[config.mk]
export PLATFORM = sky130hd
export DESIGN_NAME = countdown_display_top
export DESIGN_NICKNAME = d
export VERILOG_FILES = /design/src/matrix_pkg.sv /design/src/countdown_ctrl.sv /design/src/dot_matrix_scan.sv /design/src/countdown_display_top.sv
export SDC_FILE = /design/constraint.sdc
export NUM_CORES = 1
export LEC_CHECK = 0
export BUFFER_PORTS_ARGS = -buffer_cell sky130_fd_sc_hd__buf_2
export CAP_MARGIN = 10
export CORE_MARGIN = 5
export CORE_UTILIZATION = 25
export DETAILED_ROUTE_END_ITERATION = 10
export PLACE_DENSITY_LB_ADDON = 0.05
export SLEW_MARGIN = 15
export SYNTH_ARGS = -nofsm -noshare
export SYNTH_HDL_FRONTEND = slang
export SYNTH_SLANG_ARGS = --single-unit
[constraint.sdc]
create_clock -name clk -period 3.6 [get_ports clk]
set_input_delay 0.72 -clock clk [delete_from_list [all_inputs] [get_ports clk]]
set_output_delay 0.72 -clock clk [all_outputs]
set_load 0.02 [all_outputs]
[src/matrix_pkg.sv]
package matrix_pkg;

    // count width and range
    localparam int DIGIT_W = 3;
    localparam logic [DIGIT_W-1:0] MAX_COUNT = DIGIT_W'(5);

    // timing, in clk cycles
    localparam int SEC_CLKS  = 64;   // one countdown step
    localparam int SEC_W     = $clog2(SEC_CLKS);
    localparam int SCAN_CLKS = 4;    // time each row stays lit
    localparam int SCAN_W    = $clog2(SCAN_CLKS);

    // panel geometry
    localparam int ROWS  = 8;
    localparam int ROW_W = $clog2(ROWS);

    // colour thresholds: red at RED_MIN and up, green below YELLOW_MIN
    localparam logic [DIGIT_W-1:0] YELLOW_MIN = DIGIT_W'(2);
    localparam logic [DIGIT_W-1:0] RED_MIN    = DIGIT_W'(4);

    // column masks per digit, row 0 first
    localparam logic [0:MAX_COUNT][0:ROWS-1][ROWS-1:0] GLYPH = '{
        '{8'h00, 8'h3C, 8'h42, 8'h42, 8'h42, 8'h42, 8'h42, 8'h3C},  // 0
        '{8'h00, 8'h18, 8'h18, 8'h38, 8'h18, 8'h18, 8'h18, 8'h7E},  // 1
        '{8'h3C, 8'h66, 8'h00, 8'h06, 8'h0C, 8'h30, 8'h60, 8'h7E},  // 2
        '{8'h3C, 8'h66, 8'h06, 8'h1C, 8'h06, 8'h66, 8'h3C, 8'h00},  // 3
        '{8'h0C, 8'h1C, 8'h2C, 8'h4C, 8'h7E, 8'h0C, 8'h0C, 8'h00},  // 4
        '{8'h7E, 8'h60, 8'h7C, 8'h06, 8'h06, 8'h66, 8'h3C, 8'h00}   // 5
    };

endpackage

[src/countdown_ctrl.sv]
`timescale 1ns/1ns

module countdown_ctrl (
    input  logic                             clk,
    input  logic                             rst,
    input  logic                             load_valid,
    input  logic [matrix_pkg::DIGIT_W-1:0]   load_count,
    output logic                             load_ready,
    output logic [matrix_pkg::DIGIT_W-1:0]   count,
    output logic                             done
);

    logic                           running;
    logic [matrix_pkg::SEC_W-1:0]   sec_cnt;
    logic [matrix_pkg::DIGIT_W-1:0] load_clamped;
    logic                           accept;
    logic                           sec_tick;
    logic                           last_step;

    // anything above the top digit shows as the top digit
    assign load_clamped = (load_count > matrix_pkg::MAX_COUNT) ? matrix_pkg::MAX_COUNT
                                                               : load_count;

    assign load_ready = ~running;  // idle means ready
    assign accept     = load_valid & load_ready;

    assign sec_tick  = running & (sec_cnt == matrix_pkg::SEC_CLKS - 1);
    assign last_step = sec_tick & (count == 1);

    // one-second prescaler, restarted by every accepted load
    always_ff @(posedge clk or posedge rst)
    begin
        if (rst)
            sec_cnt <= '0;
        else if (accept || sec_tick)
            sec_cnt <= '0;
        else if (running)
            sec_cnt <= sec_cnt + 1'b1;
    end

    always_ff @(posedge clk or posedge rst)
    begin
        if (rst)
            count <= '0;
        else if (accept)
            count <= load_clamped;
        else if (sec_tick)
            count <= count - 1'b1;
    end

    // a zero load leaves the controller idle
    always_ff @(posedge clk or posedge rst)
    begin
        if (rst)
            running <= 1'b0;
        else if (accept)
            running <= (load_clamped != '0);
        else if (last_step)
            running <= 1'b0;
    end

    always_ff @(posedge clk or posedge rst)
    begin
        if (rst)
            done <= 1'b0;
        else
            done <= last_step;  // single cycle, same edge as ready rising
    end

endmodule

[src/dot_matrix_scan.sv]
`timescale 1ns/1ns

module dot_matrix_scan (
    input  logic                             clk,
    input  logic                             rst,
    input  logic [matrix_pkg::DIGIT_W-1:0]   count,
    output logic [matrix_pkg::ROWS-1:0]      row,
    output logic [matrix_pkg::ROWS-1:0]      colr,
    output logic [matrix_pkg::ROWS-1:0]      colg
);

    logic [matrix_pkg::DIGIT_W-1:0] digit_q;
    logic [matrix_pkg::SCAN_W-1:0]  scan_cnt;
    logic [matrix_pkg::ROW_W-1:0]   row_cnt;
    logic                           row_step;
    logic [matrix_pkg::ROWS-1:0]    row_sel;
    logic [matrix_pkg::ROWS-1:0]    mask;
    logic                           red_on;
    logic                           green_on;

    // sampled digit, the pattern is built from this copy
    always_ff @(posedge clk or posedge rst)
    begin
        if (rst)
            digit_q <= '0;
        else
            digit_q <= count;
    end

    assign row_step = (scan_cnt == matrix_pkg::SCAN_CLKS - 1);

    // scan prescaler
    always_ff @(posedge clk or posedge rst)
    begin
        if (rst)
            scan_cnt <= '0;
        else if (row_step)
            scan_cnt <= '0;
        else
            scan_cnt <= scan_cnt + 1'b1;
    end

    always_ff @(posedge clk or posedge rst)
    begin
        if (rst)
            row_cnt <= '0;
        else if (row_step)
        begin
            if (row_cnt == matrix_pkg::ROWS - 1)
                row_cnt <= '0;  // wrap after last row
            else
                row_cnt <= row_cnt + 1'b1;
        end
    end

    // one active-low row at a time
    always_comb
    begin
        case (row_cnt)
            3'd0:    row_sel = 8'b1111_1110;
            3'd1:    row_sel = 8'b1111_1101;
            3'd2:    row_sel = 8'b1111_1011;
            3'd3:    row_sel = 8'b1111_0111;
            3'd4:    row_sel = 8'b1110_1111;
            3'd5:    row_sel = 8'b1101_1111;
            3'd6:    row_sel = 8'b1011_1111;
            3'd7:    row_sel = 8'b0111_1111;
            default: row_sel = 8'b1111_1111;
        endcase
    end

    // glyph lookup, blank for codes past the table
    always_comb
    begin
        if (digit_q <= matrix_pkg::MAX_COUNT)
            mask = matrix_pkg::GLYPH[digit_q][row_cnt];
        else
            mask = '0;
    end

    // both on gives yellow
    assign red_on   = (digit_q >= matrix_pkg::YELLOW_MIN);
    assign green_on = (digit_q < matrix_pkg::RED_MIN);

    // row and columns leave on the same edge
    always_ff @(posedge clk or posedge rst)
    begin
        if (rst)
        begin
            row  <= '1;  // nothing lit
            colr <= '0;
            colg <= '0;
        end
        else
        begin
            row  <= row_sel;
            colr <= red_on ? mask : '0;
            colg <= green_on ? mask : '0;
        end
    end

endmodule

[src/countdown_display_top.sv]
`timescale 1ns/1ns

module countdown_display_top (
    input  logic                             clk,
    input  logic                             rst,
    input  logic                             load_valid,
    input  logic [matrix_pkg::DIGIT_W-1:0]   load_count,
    output logic                             load_ready,
    output logic [matrix_pkg::DIGIT_W-1:0]   count,
    output logic                             done,
    output logic [matrix_pkg::ROWS-1:0]      row,
    output logic [matrix_pkg::ROWS-1:0]      colr,
    output logic [matrix_pkg::ROWS-1:0]      colg
);

    // load handshake, count and done pulse
    countdown_ctrl countdown_ctrl_i (
        .clk        (clk),
        .rst        (rst),
        .load_valid (load_valid),
        .load_count (load_count),
        .load_ready (load_ready),
        .count      (count),
        .done       (done)
    );

    // count also feeds the panel
    dot_matrix_scan dot_matrix_scan_i (
        .clk   (clk),
        .rst   (rst),
        .count (count),
        .row   (row),
        .colr  (colr),
        .colg  (colg)
    );

endmodule

Word level (Yosys, flattened, before mapping). Memory sizes are Yosys's and may differ from the RTL's. A register that Yosys moved wholly into a read port is not among the register bits. Index checks and enable logic that the tools add are counted.

Bits in read-only memories: 576. Bits in registers: 35. Input bits: 6. Memories: 2. Output and inout port bits: 29.

Memory list: (no name shown) (words 8, width 64, read ports 1, clocked after memory_dff 0, wr ports 0, RTL line dot_matrix_scan.sv:76) `mask = matrix_pkg::GLYPH[digit_q][row_cnt];`; (no name shown) (words 8, width 8, read ports 1, clocked after memory_dff 1, wr ports 0, RTL line dot_matrix_scan.sv:59) `case (row_cnt)`.

Magnitude comparators: 6. Add/sub/neg operators: 4. Bitwise logic cells: 6. Muxes and demuxes: 17. Equality and inequality tests: 4. Reduce and logical (&&, ||, !) cells: 5.

Operators by type and width (number): two-way mux 64 bit (2); two-way mux 8 bit (5); binary-select mux 8 bit (select 3 bit) (1); two-way mux 3 bit (4); two-way mux 6 bit (2); >= comparator 4 bit, second input constant (2); inverter 3 -> 4 bit (2); adder 6 x 1 -> 6 bit, second input constant (1); == test 6 bit, second input constant (1); nonzero test 2 bit (3); adder 3 x 1 -> 3 bit, second input constant (1); bitwise AND 1 bit (3); == test 3 x 1 -> 1 bit, second input constant (1); == test 3 bit, second input constant (1); >= comparator 3 x 2 -> 1 bit, second input constant (1); > comparator 3 bit, second input constant (1); less-or-equal comparator 3 bit, second input constant (1); < comparator 3 bit, second input constant (1); nonzero test 3 bit (1); subtractor 3 x 1 -> 3 bit, second input constant (1); adder 2 x 1 -> 2 bit, second input constant (1); == test 2 bit, second input constant (1); two-way mux 1 bit (2); two-way mux 2 bit (1); 2 further kinds (2).

Depth between registers and ports, before layout. Gate-level depths: netlist of the first run.

Depth in word-level cells: 9. Mapped depth: 8.

By module. From an unflattened synthesis of the first run, not the netlist that was laid out.

Cells, all modules: 234. Area, all modules: 2329.7 um^2.

Modules (own cells, without submodules): dot_matrix_scan (area each 1747.9 um^2, times used 1, seq. area each 710.7 um^2, cells each 175); countdown_ctrl (area each 581.8 um^2, times used 1, seq. area each 275.3 um^2, cells each 59).

Worst setup path before layout of the first run. OpenSTA, ideal clock, no wires.

Kind: register -> register. From: reg dot_matrix_scan_i.digit_q[0] in the netlist's numbering. To: reg dot_matrix_scan_i.colr[3] in the netlist's numbering. Period minus slack after synthesis: 1825 ps. Arrival: 1688 ps. Path buffers: 1. Library setup time: 138 ps. Slack: 1775 ps. Cell stages (with the launch flop): 7. Path through: dfrtp_1 > inv_1 > ha_1 > clkbuf_2 > a2111oi_0 > a311oi_1 > nor3b_2.

Cells in the longest elaborated chain, start to end: 9.

Ends and longest elaborated chain: start: declaration (RTL line dot_matrix_scan.sv:12) `logic [matrix_pkg::DIGIT_W-1:0] digit_q;`; start signal: assignment (RTL line dot_matrix_scan.sv:27) `digit_q <= count;`; inverter 3 -> 4 bit (implied by the code) (RTL line dot_matrix_scan.sv:76); memory read (8 x 64 bit); two-way mux 64 bit (implied by the code) (2 in series) (RTL line dot_matrix_scan.sv:76); binary-select mux 8 bit (select 3 bit) (RTL line dot_matrix_scan.sv:76); two-way mux 8 bit (implied by the code) (2 in series) (RTL line dot_matrix_scan.sv:76); two-way mux 8 bit (RTL line dot_matrix_scan.sv:75) `if (digit_q <= matrix_pkg::MAX_COUNT)`; two-way mux 8 bit * (RTL line dot_matrix_scan.sv:97) `colr <= red_on ? mask : '0;`; end signal: assignment (RTL line dot_matrix_scan.sv:97); end: declaration (RTL line dot_matrix_scan.sv:8) `output logic [matrix_pkg::ROWS-1:0] colr,`.

Mark *: on every way between the ends. The rest lies on a longest branch, timed or not. The select of a mux whose other input is x is not followed. A chain may end at the register's enable or synchronous reset.

Final worst setup path of the first run.
From: reg dot_matrix_scan_i.digit_q[0] in the netlist's numbering. To: reg dot_matrix_scan_i.colr[4] in the netlist's numbering.

The elaborated chain is that of the path after synthesis.

==> impl_metrics.ini, run 1 <==
[routing]
first_iter_violations = 97
top_layer_used = met4
avgRoutedWirePerCell_um = 15.2
dr.pass1.iters = 4
wl_met1_mm = 2.69
drtAntennaViolNets = 0
route.detailed.drc = 0
route.met3.wl_um = 219
wl_met2_mm = 2.53
drt-total-wl_mm = 5.47
viasPerCell = 4.76
vias = 1717

[clock_network]
cts_resized = 0
postCtsSetupRepairBufs = 0
clkTransAtPathRegs_ps = 90
root_buffer = clkbuf_8
insertion_delay_ps = 290
cts_made_buffers = 5
clock_path_buffers = 2
htree_levels = 2
ctsHoldBuffers = 0
clock_sinks = 39
cts_tree = built

[placed_design]
io_buffers = 30
dp_hpwl_mm = 3.78
post-place-ws_ps = 1480
place_area_um2 = 2460
gp_congestion = 0.743
place_inst = 353

[setup_path]
path_class = reg2reg
cp_slowest_cell = dfrtp_1
max_stage_delay_ps = 640
cp-end-kind = register
cp_cell_sequence = inv_1 > ha_1 > mux2i_1 > nor2_1 > o32ai_1 > nor3_1
crit_fanout = 14
crit_required_ps = 3740
cp-start-kind = register
worstPathArrival_ps = 2250

[yosys]
yosysSeqAreaShare_pct = 43.5
synth.most_common_cell = dfrtp_1
synth_edf_count = 0
yosys_most_used_dff = dfrtp_1
synth_seq_cells = 39
synthTopCellsByArea = dfrtp_1 34%, ha_1 11%, dfstp_2 9.3%
synth.avg_cell_area_um2 = 9.91
netlist_area_um2 = 2270
async_flop_share_pct = 100
syn_inst = 229
synth_top_area_share_pct = 34.2
ys_warn_count = 0
yosys.cell_types.count = 53
synthTopCellsByCount = 31 x dfrtp_1, 20 x ha_1, 13 x a21oi_1
synth_top_cell_by_area = dfrtp_1

[sta]
worst_slack_ps = 1490
rsz0062_at_grt = no
setup_viol = 0
fin_skew_ps = 9.65
fmax_mhz = 474
min_period_over_period_pct = 58.6
worst_pin_slew_ps = 799
hold_violations = 0
timing.final.crit_period_ps = 2110
maxSlewHeadroom_pct = 46.7
drv_slew = 0
setup-tns-final_ps = 0

[grt]
grt_usage_pct = 10.1
grt_max_degree = 31
grt_pass1_wl_mm = 9.14
grt_overflow = 0
antenna_found_initial = 0
grt_pass1_vias = 1751

[layout]
final_cell_area_um2 = 2580
antenna_cells = 0
fillers = 946
syn_to_final_growth_pct = 13.6
finalNonFillerCells = 361
drive_gt1_share_pct = 20.9
register_area_um2 = 986
final_nets = 278
multi_input_area_um2 = 1120

[status]
status = complete, no violations

[power_and_ir_drop]
leakage_nw = 1.13
peakVddDrop_uv = 260
power_mw = 1.92
p_per_area_nw_per_um2 = 747

[hold_path]
hp-class = reg2reg

[floorplanning]
die_w_um = 105
die_h_um = 105
dieArea_um2 = 11100
rows = 34
start_util_pct = 25.9
io_pins = 35
coreArea_um2 = 8760

[job]
drv_cap = 0
sequential cells by signal (all words and copies together) (netlist names):
name	count
countdown_ctrl_i.done	1
dot_matrix_scan_i.scan_cnt	2
countdown_ctrl_i.count	3
countdown_ctrl_i.running	1
dot_matrix_scan_i.row	8
dot_matrix_scan_i.row_cnt	3
dot_matrix_scan_i.colr	6
dot_matrix_scan_i.colg	6
dot_matrix_scan_i.digit_q	3
countdown_ctrl_i.sec_cnt	6
per-stage QoR:
step / util (%) / hold WS [ps]
after floorplan: - / 403
after global placement: 28.1 / 420
after global routing: 29.4 / 447
after CTS: 29.4 / 430
final: 29.4 / 425
after detailed placement: 28.1 / 417
metal layers:
layer,GRT usage (%),vias to the layer above
li1,-,852
met5,0,-
met3,2.26,4
met2,16.0,42
met1,13.8,819
met4,2.65,0
layout by cell type (no fill, tap or decap), types with 2 or more instances in the layout:
master | netlist | routed
and3b_1 | 3 | 3
xor2_1 | 3 | 3
dfrtp_1 | 31 | 31
clkbuf_8 | 0 | 5
o22ai_1 | 4 | 4
a2111oi_0 | 2 | 2
a211oi_1 | 4 | 4
a21oi_1 | 13 | 13
and2_1 | 4 | 4
ha_1 | 20 | 20
nand2b_1 | 4 | 4
nor2b_1 | 6 | 6
and3_1 | 3 | 3
o21ai_0 | 9 | 9
xnor2_1 | 3 | 3
inv_1 | 10 | 10
buf_2 | 9 | 30
conb_1 | 1 | 4
buf_4 | 4 | 3
nor3_1 | 11 | 11
nand3b_1 | 2 | 2
o311ai_1 | 4 | 4
o32ai_1 | 2 | 2
o31ai_1 | 2 | 2
mux2i_1 | 3 | 3
dfstp_2 | 8 | 8
nand3_1 | 4 | 4
o21a_1 | 2 | 2
a211o_1 | 4 | 4
a31oi_1 | 3 | 3
nor2_1 | 12 | 12
nand4_1 | 2 | 2
inv_2 | 2 | 2
nand2_1 | 12 | 12
logic make-up (layout without fill, tap and decap cells):
group	Yosys count	in the layout	share of synthesized area [%]
simple gates	68	68	16.2
compound gates	59	59	17.8
flops	39	39	43.5
buf+inv	33	54	7.67
fa+ha+maj	20	20	11.0
xor+xnor	6	6	2.32
mux	3	3	1.32
other cells	1	4	0.165
report_power, final:
part | internal, mW | total, mW | switching, mW
combinational | 0.334 | 0.850 | 0.516
sequential | 0.566 | 0.689 | 0.123
clock | 0.209 | 0.385 | 0.176
total | 1.11 | 1.92 | 0.816
cell type report:
| type | instances | share of cell area (%) |
|---|---|---|
| Sequential cell | 39 | 38.3 |
| Clock inverter | 3 | 1.80 |
| Clock buffer | 5 | 2.67 |
| Timing Repair Buffer | 33 | 6.70 |
| Multi-Input combinational cell | 160 | 43.4 |
| Inverter | 13 | 1.89 |
| Tap cell | 108 | 5.24 |
worst max-delay path: cells and delay by family (launching register included):
kind,cells,cell delay (ps)
multiplexers,1,180
AND/OR/NAND/NOR,2,130
flip-flops,1,640
buffers and inverters,1,210
AO/OA/AOI/OAI,1,340
adder cells (fa/ha/maj),1,450
final timing paths:
kind / from / slack [ps] / cells past startpoint / to
min reg2reg: dot_matrix_scan_i.scan_cnt[0] / 430 / 1 / dot_matrix_scan_i.scan_cnt[0]
min: dot_matrix_scan_i.scan_cnt[0] / 430 / 1 / dot_matrix_scan_i.scan_cnt[0]
min in group asynchronous: rst / 550 / 2 / dot_matrix_scan_i.row_cnt[2]
max in group asynchronous: rst / 2300 / 3 / dot_matrix_scan_i.colr[5]
max: dot_matrix_scan_i.digit_q[0] / 1490 / 6 / dot_matrix_scan_i.colr[4]
max reg2reg: dot_matrix_scan_i.digit_q[0] / 1490 / 6 / dot_matrix_scan_i.colr[4]
(Power assumes the default switching activity.)
==> run 2: changes to the inputs <==
==> constraint.sdc (replaced) <==
create_clock -name clk -period 2 [get_ports clk]
set_input_delay 0.4 -clock clk [delete_from_list [all_inputs] [get_ports clk]]
set_output_delay 0.4 -clock clk [all_outputs]
set_load 0.02 [all_outputs]
==> run 2 against run 1 <==
Utilization increased by 1.0 points. First-iteration DRC count is 22% lower. Flip-flop and latch count did not move. Power increased by 77%. Routed wire length is 2.6% lower. Global-route usage shrank 0.28 points. Critical path type unchanged.
==> impl_metrics.ini, run 2 (synthesis results as in run 1) <==
[setup_path]
crit_family = flip-flops
crit_required_ps = 2150
cp-end-kind = register
max_stage_delay_ps = 610
cp-start-kind = register
cp_cell_sequence = buf_4 > mux2i_1 > o21ai_0 > a211oi_1 > nor3_1
worst-path-stages = 5
r2r.worst_path.cells = 5
worstPathArrival_ps = 1970
path_buf_inv = 1
path_class = reg2reg
crit_fanout = 12
cp_slowest_cell = dfrtp_1

[sta]
worst_slack_ps = 186
fmax_mhz = 551
min_period_over_period_pct = 90.7
fin_skew_ps = 5.80
setup-tns-final_ps = 0
timing.final.crit_period_ps = 1810
setup_viol = 0
drv_slew = 0
rsz0062_at_grt = no
whs_ps = 220
hold_violations = 0

[power_and_ir_drop]
p_per_area_nw_per_um2 = 1270
leakage_nw = 1.18
power_mw = 3.40
peakVddDrop_uv = 413

[status]
status = complete, no violations

[floorplanning]
io_pins = 35
die_w_um = 105
dieArea_um2 = 11100
rows = 34
start_util_pct = 25.9
coreArea_um2 = 8760
die_h_um = 105

[grt]
grt_pass1_vias = 1743
grt_usage_pct = 9.78
grt_pass1_wl_mm = 9.07
grt_overflow = 0
grt_max_degree = 40
antenna_found_initial = 0

[layout]
antenna_cells = 0
top_register = dot_matrix_scan_i.row
drive_gt1_share_pct = 26.1
final_nets = 293
final_cell_mix = 30 x dfrtp_1, 30 x buf_2, 19 x ha_1
largest_reg_flops = 8
syn_to_final_growth_pct = 17.6

[routing]
drtAntennaViolNets = 0
viasPerCell = 4.72
vias = 1775
dr.pass1.iters = 4
route.detailed.drc = 0
drt-total-wl_mm = 5.33
first_iter_violations = 76
avgRoutedWirePerCell_um = 14.2

[placed_design]
io_buffers = 30
post-place-ws_ps = 147
gp_congestion = 0.738
dp_hpwl_mm = 3.92

[hold_path]
hp-class = in2async

[clock_network]
clock_sinks = 39
postCtsSetupRepairBufs = 0
htree_levels = 2
insertion_delay_ps = 290
cts_made_buffers = 5
cts_tree = built
ctsHoldBuffers = 0
root_buffer = clkbuf_8
clock_path_buffers = 2
clkTransAtPathRegs_ps = 80

[job]
drv_cap = 0
-- run 2: changes by cell type in the layout (fill, tap and decap cells not counted) --
cell        previous run  this run
clkinv_2               0         1
dfrtp_1               31        30
inv_6                  1         0
ha_2                   0         1
buf_4                  3        18
ha_1                  20        19
bufinv_16              1         0
dfrtp_2                0         1
clkinvlp_4             1         2
-- run 2: final timing paths --
kind	startpoint	slack (ps)	endpoint
worst max-delay path	dot_matrix_scan_i.row_cnt[1]	190	dot_matrix_scan_i.colr[4]
worst min-delay path	rst	220	countdown_ctrl_i.done
worst max register to register	dot_matrix_scan_i.row_cnt[1]	190	dot_matrix_scan_i.colr[4]
worst min register to register	dot_matrix_scan_i.scan_cnt[0]	430	dot_matrix_scan_i.scan_cnt[0]
max in group asynchronous	rst	1420	dot_matrix_scan_i.row_cnt[0]
min in group clk	load_valid	310	countdown_ctrl_i.sec_cnt[4]
-- run 2: tightest hold or removal path: stages --
cell and delay [ps]:
buf_2 90, inv_1 40, buf_4 420
-- run 2: what timing repair did --
item / 4_1_cts / 5_1_grt
endpoints found under the setup margin: 0 / 5
resized for setup: 0 / 2
hold endpoints to repair: 0 / 0
-- run 2: where the power goes --
group	leakage [nW]	switching (mW)	internal (mW)	total, mW
sequential	0.461	0.170	1.02	1.19
combinational	0.680	0.985	0.696	1.68
clock	0.0402	0.285	0.243	0.528
total	1.18	1.44	1.96	3.40
-- run 2: through the flow --
step	util [%]	area, um^2	std cells
after global placement	29.4	2570	368
final	30.4	2670	376
after global routing	30.4	2670	376
after detailed placement	29.4	2570	368
after floorplan	-	2280	232
after CTS	30.4	2660	376
-- run 2: layout make-up --
class / count / area [um^2]
sequential: 39 / 987
inverter: 13 / 48.8
multi-input combinational: 160 / 1120
timing repair buffer: 48 / 285
clock buffer: 5 / 68.8
fill: 937 / 6100
clock inverter: 3 / 20.0
tap: 108 / 135
-- run 2: metal layers --
metal  wire (um)  global-route usage, %  part of all wire, %  up-vias
met5           0                      0                    0        -
met4          89                   2.83                  1.7        0
met3         215                   2.20                  4.0       10
met2        2510                   15.8                   47       41
met1        2510                   13.1                   47      841
li1            -                      -                    -      883
